===== src/source/connect_consts.svh =====
`ifndef CONNECT_CONSTS_SVH
`define CONNECT_CONSTS_SVH

//////////////////////////////
// Board geometry
//////////////////////////////

// Row 0 is the top row
`define BOARD_ROWS 6
`define BOARD_COLS 7

// Index widths
`define ROW_W 3
`define COL_W 3

//////////////////////////////
// Game rule
//////////////////////////////

`define WIN_LENGTH 4	// Pieces in a line to win

`endif


===== src/source/connect_pkg.sv =====
package connect_pkg;

	`include "connect_consts.svh"

	// Cell contents, red and yellow match the old display codes
	typedef enum logic [1:0] {
		cell_empty  = 2'd0,
		cell_red    = 2'd1,
		cell_yellow = 2'd2
	} cell_t;

	typedef cell_t [`BOARD_COLS-1:0] board_row_t;	// Index 0 is column 0
	typedef board_row_t [`BOARD_ROWS-1:0] board_t;	// Index 0 is the top row

	// One placed piece, player 0 is red
	typedef struct packed {
		logic [`ROW_W-1:0] row;
		logic [`COL_W-1:0] col;
		logic              player;
	} move_t;

	typedef enum logic [1:0] {
		drop_idle, drop_read, drop_test, drop_place
	} drop_state_t;

	typedef enum logic [1:0] {
		check_idle, check_count, check_report
	} check_state_t;

endpackage


===== src/source/board_store.sv =====
`timescale 1ns/1ps

`include "connect_consts.svh"

module board_store import connect_pkg::*; (
	input  logic              CLOCK_50,
	input  logic              rst_n,
	input  logic              clear_board,
	input  logic [`ROW_W-1:0] rd_row,
	output board_row_t        rd_data,
	input  logic              wr_en,
	input  move_t             wr_move,
	output board_t            board
);

	cell_t wr_cell;

	assign wr_cell = wr_move.player ? cell_yellow : cell_red;	// Colour of the mover

	//////////////////////////////
	// Cell registers
	//////////////////////////////

	always_ff @(posedge CLOCK_50) begin
		if (!rst_n || clear_board) begin
			board <= '0;	// Every cell back to empty
		end
		else if (wr_en) begin
			board[wr_move.row][wr_move.col] <= wr_cell;
		end
	end

	//////////////////////////////
	// Row read port
	//////////////////////////////

	// One cycle of latency, like a block RAM
	always_ff @(posedge CLOCK_50) begin
		rd_data <= board[rd_row];
	end

endmodule


===== src/source/connect_core.sv =====
`timescale 1ns/1ps

`include "connect_consts.svh"

module connect_core import connect_pkg::*; (
	input  logic              CLOCK_50,
	input  logic              rst_n,
	input  logic [`COL_W-1:0] col,
	input  logic              turn,
	input  logic              drop_piece,
	input  logic              check_winner,
	input  logic              clear_board,
	output logic              drop_done,
	output logic              drop_ok,
	output move_t             placed,
	output logic              check_done,
	output logic              has_won,
	output logic              who_won
);

	logic [`ROW_W-1:0] rd_row;
	board_row_t        rd_data;
	logic              wr_en;
	move_t             wr_move;
	board_t            board;

	//////////////////////////////
	// Board, dropper and checker
	//////////////////////////////

	board_store board_store_inst (
		.CLOCK_50    (CLOCK_50),
		.rst_n       (rst_n),
		.clear_board (clear_board),
		.rd_row      (rd_row),
		.rd_data     (rd_data),
		.wr_en       (wr_en),
		.wr_move     (wr_move),
		.board       (board)
	);

	piece_dropper piece_dropper_inst (
		.CLOCK_50   (CLOCK_50),
		.rst_n      (rst_n),
		.drop_piece (drop_piece),
		.turn       (turn),
		.col        (col),
		.rd_row     (rd_row),
		.rd_data    (rd_data),
		.wr_en      (wr_en),
		.wr_move    (wr_move),
		.placed     (placed),
		.drop_done  (drop_done),
		.drop_ok    (drop_ok)
	);

	// Reads the whole board at once
	win_checker win_checker_inst (
		.CLOCK_50     (CLOCK_50),
		.rst_n        (rst_n),
		.check_winner (check_winner),
		.board        (board),
		.placed       (placed),
		.check_done   (check_done),
		.has_won      (has_won),
		.who_won      (who_won)
	);

endmodule


===== src/source/piece_dropper.sv =====
`timescale 1ns/1ps

`include "connect_consts.svh"

module piece_dropper import connect_pkg::*; (
	input  logic              CLOCK_50,
	input  logic              rst_n,
	input  logic              drop_piece,
	input  logic              turn,
	input  logic [`COL_W-1:0] col,
	output logic [`ROW_W-1:0] rd_row,
	input  board_row_t        rd_data,
	output logic              wr_en,
	output move_t             wr_move,
	output move_t             placed,
	output logic              drop_done,
	output logic              drop_ok
);

	drop_state_t       state;
	logic [`COL_W-1:0] col_q;
	logic              turn_q;
	logic [`ROW_W-1:0] tgt_row;
	logic              ok_q;
	logic              hit;
	logic              last_row;

	assign hit      = rd_data[col_q] != cell_empty;	// Cell below the scan is taken
	assign last_row = rd_row == `ROW_W'(`BOARD_ROWS - 1);

	// Result is only shown in the place state
	assign drop_done = state == drop_place;
	assign drop_ok   = drop_done && ok_q;
	assign wr_en     = drop_ok;

	always_comb begin
		wr_move.row    = tgt_row;
		wr_move.col    = col_q;
		wr_move.player = turn_q;
	end

	//////////////////////////////
	// Scan FSM
	//////////////////////////////

	// rd_row doubles as the scan pointer, top to bottom
	always_ff @(posedge CLOCK_50) begin
		if (!rst_n) begin
			state  <= drop_idle;
			rd_row <= '0;
			ok_q   <= 1'b0;
			placed <= '0;
		end
		else begin
			case (state)
				drop_idle: begin
					if (drop_piece) begin
						rd_row <= '0;
						state  <= drop_read;
					end
				end
				drop_read: state <= drop_test;	// Address out, data next cycle
				drop_test: begin
					if (hit) begin
						ok_q  <= rd_row != '0;	// Top row taken means full column
						state <= drop_place;
					end
					else if (last_row) begin
						ok_q  <= 1'b1;	// Empty column, land on the bottom
						state <= drop_place;
					end
					else begin
						rd_row <= rd_row + 1'b1;
						state  <= drop_read;
					end
				end
				drop_place: begin
					if (drop_ok)
						placed <= wr_move;
					state <= drop_idle;
				end
				default: state <= drop_idle;
			endcase
		end
	end

	// Request data and landing row
	always_ff @(posedge CLOCK_50) begin
		if (state == drop_idle && drop_piece) begin
			col_q  <= col;
			turn_q <= turn;
		end
		if (state == drop_test)
			tgt_row <= (hit || !last_row) ? rd_row - 1'b1 : rd_row;
	end

endmodule


===== src/source/win_checker.sv =====
`timescale 1ns/1ps

`include "connect_consts.svh"

module win_checker import connect_pkg::*; (
	input  logic   CLOCK_50,
	input  logic   rst_n,
	input  logic   check_winner,
	input  board_t board,
	input  move_t  placed,
	output logic   check_done,
	output logic   has_won,
	output logic   who_won
);

	check_state_t state;
	move_t        move_q;
	logic [2:0]   run_d [7];
	logic [2:0]   run_q [7];
	logic [3:0]   line_len [4];
	logic         win_now;
	logic         won_q;

	// Matching pieces from the move outward, the move itself not counted
	function automatic logic [2:0] run_length(input board_t b, input move_t m,
		input int dr, input int dc);
		cell_t      want;
		int         r;
		int         c;
		logic       stop;
		logic [2:0] n;
		want = m.player ? cell_yellow : cell_red;
		stop = 1'b0;
		n    = '0;
		for (int i = 1; i < `WIN_LENGTH; i++) begin
			r = int'(m.row) + i * dr;
			c = int'(m.col) + i * dc;
			if (r < 0 || r >= `BOARD_ROWS || c < 0 || c >= `BOARD_COLS)
				stop = 1'b1;	// Off the board
			else if (!stop && b[r[`ROW_W-1:0]][c[`COL_W-1:0]] != want)
				stop = 1'b1;
			else if (!stop)
				n = n + 1'b1;
		end
		return n;
	endfunction

	//////////////////////////////
	// Direction counts
	//////////////////////////////

	always_comb begin
		run_d[0] = run_length(board, placed, 1, 0);	// Down
		run_d[1] = run_length(board, placed, 0, -1);	// Left
		run_d[2] = run_length(board, placed, 0, 1);	// Right
		run_d[3] = run_length(board, placed, -1, -1);	// Up left
		run_d[4] = run_length(board, placed, 1, 1);	// Down right
		run_d[5] = run_length(board, placed, 1, -1);	// Down left
		run_d[6] = run_length(board, placed, -1, 1);	// Up right
	end

	// Nothing sits above the last piece, so vertical is down only
	always_comb begin
		line_len[0] = 4'd1 + run_q[0];
		line_len[1] = 4'd1 + run_q[1] + run_q[2];
		line_len[2] = 4'd1 + run_q[3] + run_q[4];
		line_len[3] = 4'd1 + run_q[5] + run_q[6];
		win_now = 1'b0;
		for (int k = 0; k < 4; k++) begin
			if (line_len[k] >= `WIN_LENGTH)
				win_now = 1'b1;
		end
	end

	assign check_done = state == check_report;
	assign has_won    = check_done ? win_now : won_q;	// New result shows with the pulse
	assign who_won    = move_q.player;

	//////////////////////////////
	// Check FSM
	//////////////////////////////

	always_ff @(posedge CLOCK_50) begin
		if (!rst_n) begin
			state  <= check_idle;
			move_q <= '0;
			won_q  <= 1'b0;
		end
		else begin
			case (state)
				check_idle: if (check_winner) state <= check_count;
				check_count: begin
					move_q <= placed;
					state  <= check_report;
				end
				check_report: begin
					won_q <= win_now;	// Held until the next check
					state <= check_idle;
				end
				default: state <= check_idle;
			endcase
		end
	end

	always_ff @(posedge CLOCK_50) begin
		if (state == check_count)
			run_q <= run_d;
	end

endmodule


===== config.mk =====
export PLATFORM = sky130hd
export DESIGN_NAME = connect_core
export DESIGN_NICKNAME = d
export VERILOG_FILES = /design/src/source/connect_pkg.sv /design/src/source/board_store.sv /design/src/source/connect_core.sv /design/src/source/piece_dropper.sv /design/src/source/win_checker.sv
export VERILOG_INCLUDE_DIRS = /design/src /design/src/source
export SDC_FILE = /design/constraint.sdc
export NUM_CORES = 1
export LEC_CHECK = 0
export CELL_PAD_IN_SITES_DETAIL_PLACEMENT = 1
export CELL_PAD_IN_SITES_GLOBAL_PLACEMENT = 2
export CORE_UTILIZATION = 44
export CTS_BUF_LIST = sky130_fd_sc_hd__clkbuf_4 sky130_fd_sc_hd__clkbuf_8
export DETAILED_ROUTE_END_ITERATION = 16
export DONT_BUFFER_PORTS = 1
export HOLD_SLACK_MARGIN = 0.03
export PLACE_DENSITY = 0.89
export SETUP_SLACK_MARGIN = 0.15
export SLEW_MARGIN = 20
export SYNTH_ARGS = -nofsm -noshare
export SYNTH_HDL_FRONTEND = slang
export SYNTH_HIERARCHICAL = 1
export SYNTH_SLANG_ARGS = --single-unit

===== constraint.sdc =====
create_clock -name CLOCK_50 -period 5.35 [get_ports CLOCK_50]
set_input_delay 0.2675 -clock CLOCK_50 [delete_from_list [all_inputs] [get_ports CLOCK_50]]
set_output_delay 0.2675 -clock CLOCK_50 [all_outputs]
set_load 0.005 [all_outputs]

---- Word level (Yosys, flattened, before mapping) ----
Index checks and enable logic that the tools add are counted.
storage, ports and cells
  bits in registers ....................... 143
  input bits .............................. 9
operators by class
  $add $sub $neg .......................... 35
  order comparisons ....................... 51
  equal/unequal tests ..................... 31
  mux-type cells .......................... 169
  reduce and logical (&&, ||, !) cells .... 94
operators by type and width
  cell                 count
  $ge 32x4->1 const B  12
  $lt 32x1->1 const B  12
  $bmux 14 s3          8
  $mux 3               52
  $bmux 2 s3           22
  $mux 14              9
  $bwmux 84            1
  $lt 3x4->1 const B   17
  $mux 2               29
  $logic_or 1x1->1     51
  $add 3x1->3 const B  15
  $mux 1               43
  $demux 14 s3         1
  $ne 2x2->1           21
  $logic_and 1x1->1    18
  $add 1x3->4 const A  4
  $add 3x2->4 const B  4
  $ge 4x3->1 const B   4
  $logic_not 1->1      16
  $add 4x3->4          3
  $add 4x1->5 const B  2
  $add 4x2->5 const B  2
  $add 4x3->5 const B  2
  $add 3x1->4 const B  2
  other kinds (17)     30

---- Logic depth before layout (Yosys ltp) ----
  word-level depth ........................ 16
  depth in mapped cells ................... 19
  mapped depth without buffers ............ 15

---- By module ----
Netlist, hierarchy kept.
by module, submodules not included
  module         instances  cells each  area an instance (um^2)  sequential area each (um^2)
  win_checker    1          901         8101.5                   710.7
  board_store    1          431         4289.1                   1961.9
  piece_dropper  1          97          974.7                    470.5

---- Worst setup path after synthesis ----
No wires, ideal clock.
  kind .................................... register to register
  from .................................... reg, netlist name piece_dropper_inst/placed[4]
  to ...................................... reg win_checker_inst/run_q[0] (netlist name) (data pin)
  library setup time ...................... 258 ps
  arrival ................................. 4316 ps
  setup slack ............................. 776 ps
  cell stages (with the launch flop) ...... 19
  buffers on the path ..................... 4
  cell sequence ........................... dfxtp_1 > buf_6 > buf_12 > buf_6 > clkinv_1 > ha_1 > ha_1 > nor2b_1 > clkbuf_1 > a221o_1 > nand2_1 > mux4_2 > or3_1 > a211oi_2 > nand2_1 > ha_1 > inv_1 > mux2_1 > o221a_1
RTL lines
  element                 line                text
  end signal: assignment  win_checker.sv:107  run_q <= run_d;
  end: declaration        win_checker.sv:19   logic [2:0] run_q [7];

==> metrics.txt <==
Syn. warnings=6; TritonCTS Buffers=17; Resized Gates After CTS=0; status=finished clean; total gr overflow=0; most frequent CP cell=ha_1; clock power share=43.2%; Die ar.=around 31,000 um^2; Post-synth top cells=nand2_1, mux2i_1, dfxtp_1; Final Hold Vio Count=0; ys async rst share=0%; CP max FO=52; PwrDens=150.7 nW/um^2; Mean Syn Cell Area=9.353 um^2; share of power burned in registers=52.8%; Clock Latency Late Sink=0.51 ns; Hold Path Sink=piece_dropper_inst/rd_row[2]; placed wire-length estimate=37,420 um; clk sinks=143; share of the synthesized area in the top cell type=between 10% and 20%; Nets=1,432; fin crit share=between 90% and 100%; Crit path buffers/inverters=2; Critical R2R Launch=piece_dropper_inst/placed[5]; worst-path cell chain=buf_4 -> ha_1 -> inv_1 -> ha_1 -> nor2b_1 -> a221oi_1 -> a311oi_1 -> o32ai_1 -> or3_1 -> a211o_1 -> nand2b_1 -> ha_1 -> mux2_2 -> nor3_1; crit start category=register; clock root buffer master=clkbuf_8; Cell Rows=63; vias in the first global route=between 10,000 and 15,000; gr usage total=33.31%; cell family with most CP delay=simple AND/OR/NAND/NOR gates; Hold Crit Class=in -> reg; hold path cells=3; clk slew on worst S/H paths=about 0.1 ns; RSZ-0062 raised after global routing=false; Initial Utilization=44.86%; VDD IR-drop max=0.0002348 V; Synth cell types=91; initial antenna violation count=1; R2R setup slack=0.45 ns; worst hold start=rst_n; RePlAce Congestion=0.9744; Max stage delay on crit path=0.83 ns; ys flop type=dfxtp_1; CP max-delay cell=nor2b_1; largest net degree at the start of global routing=118; Die W=176.3 um; switching share of total power=a little over a quarter; count leader, synth=nand2_1; Peak Freq=204.1 MHz; DIE HEIGHT=176.3 um; Setup Buffers After CTS=0; Inst Count DP=1,736; via density per instance=~7.0; core region area=between 20,000 and 30,000 um^2; critical path arrival=5.24 ns; Slew @ Worst Pin=1.083 ns; worst reg2reg path depth=14; Period minus WS final=approximately 5 ns; drt pass-1 iters=5; Worst slew margin=between 20 and 30%; Switch Pwr=0.0005550 W; Max Transition Viols Final=0; Util after Layout=47.07%; Routed Antenna Nets=0; dpl ws=0.5740 ns; combinational share of power=approximately 4.0%; DRC viols=0; total power draw=0.002114 W; DRC marker count from the first detailed-route iteration=1,213; Clock Skew=0.01272 ns; leakage=5.134 nW; synth top area cells=dfxtp_1, mux2i_1, mux4_2; top cell type by total area after synthesis=dfxtp_1; htree depth=4; CTS tree=done; Avg WL per Cell=28.82 um; P_int=0.001559 W; reg-to-reg endpoint=win_checker_inst/run_q[18]; Clock Path Buffers=2; synthesized area=about 13,000 um^2; share of cells above drive strength 1=between 15 and 20%; total number of vias=between 10,000 and 15,000; final worst setup slack=approximately 0.45 ns; Ant. Diodes=0; Synthesized Nets=1,488; Seq/Total Area, Yosys=23.52%; hold_buf cts=8; number of port buffers=0; crit path capture type=register; first-pass GRT wire length=77,420 um; kind of critical path=reg -> reg; io pins=21; setup TNS=0 ns; routed wire length=51,180 um; flops & latches, synth=143; max-cap viol count=0; Layout area overhead=4.943%; Syn Inst Count=1,429; EDFF count, synth=28; Worst EP required=5.69 ns; Non-Filler Instances=1,776; final setup vio count=0
-- metrics by stage --
stage | hold slack (ns) | instance area, um^2
finish | 0.06178 | 14030
CTS | 0.03905 | 14030
floorplan | 0.3664 | 13370
detailed placement | 0.3664 | 13550
global route | 0.05655 | 14030
global placement | 0.3664 | 13550
-- cells in the final DEF (no fill, tap or decap), drive strengths merged, types with 25 or more instances in the layout --
| cell type | count |
|---|---|
| o21ai | 38 |
| ha | 50 |
| nand2 | 187 |
| nor3 | 32 |
| edfxtp | 28 |
| buf | 30 |
| dfxtp | 115 |
| inv | 38 |
| mux4 | 69 |
| nand3 | 37 |
| mux2 | 77 |
| mux2i | 167 |
| nor2 | 63 |
| a21oi | 50 |
| a221oi | 25 |
| a22oi | 30 |
-- power by group through the flow --
stage | combinational (W) | sequential, W | clock (W)
final | 0.0000840 | 0.00112 | 0.000913
after global routing | 0.0000904 | 0.00112 | 0.000967
after CTS | 0.0000835 | 0.00112 | 0.000925
after detailed placement | 0.0000778 | 0.00114 | 0
after global placement | 0.0000753 | 0.00114 | 0
after floorplan | 0.0000571 | 0.00114 | 0
-- how the worst max path moves through the flow --
stage                     cells past startpoint                          from                    endpoint
after global placement                       14  piece_dropper_inst/placed[4]  win_checker_inst/run_q[18]
final                                        14  piece_dropper_inst/placed[5]  win_checker_inst/run_q[18]
after detailed placement                     14  piece_dropper_inst/placed[4]  win_checker_inst/run_q[18]
after floorplan                              18  piece_dropper_inst/placed[4]   win_checker_inst/run_q[0]
after global routing                         14  piece_dropper_inst/placed[4]  win_checker_inst/run_q[18]
after CTS                                    14  piece_dropper_inst/placed[4]  win_checker_inst/run_q[18]
-- kinds of logic (layout without fill, tap and decap cells) --
kind of cell	after synthesis	in the layout	synth area share [%]
multiplexers	313	313	30.99
AO/OA/AOI/OAI	323	323	18.36
AND/OR/NAND/NOR	448	448	16.96
XOR/XNOR	1	1	0.06554
adder cells (fa/ha/maj)	50	50	4.681
buffers and inverters	151	108	5.430
flip-flops	143	143	23.52
-- flip-flops by register name, indices dropped and copies added, names as in the netlist, 2 cells and up --
name	cells
piece_dropper_inst/state	2
board_store_inst/board	84
piece_dropper_inst/placed	7
piece_dropper_inst/col_q	3
board_store_inst/rd_data	14
win_checker_inst/run_q	21
piece_dropper_inst/rd_row	3
win_checker_inst/state	2
piece_dropper_inst/tgt_row	3
-- area by class of cell --
| type | instances | area, um^2 |
|---|---|---|
| Sequential cell | 143 | 3154 |
| Clock buffer | 18 | 241.5 |
| Fill cell | 3397 | 15770 |
| Tap cell | 390 | 488.0 |
| Clock inverter | 14 | 157.7 |
| Timing Repair Buffer | 38 | 330.3 |
| Multi-Input combinational cell | 1135 | 9512 |
| Inverter | 38 | 142.6 |
-- layer usage --
layer	vias to the layer above	part of all wire (%)	GRT usage [%]
li1	5418	-	-
met1	6333	42	43.57
met2	609	46	53.17
met3	114	7.4	5.986
met4	0	4.3	15.47
met5	-	0	0
-- worst reg2reg max path: cells and delay by family, from the launching register on --
kind                       cells  cell delay, ns
and+or+nand+nor                4            1.56
AOI/OAI and AO/OA              4            1.07
adders and majority gates      3            0.87
buffers and inverters          2            0.62
DFF                            1            0.34
muxes                          1            0.26
Note: power is estimated with default switching activity, not from simulation.
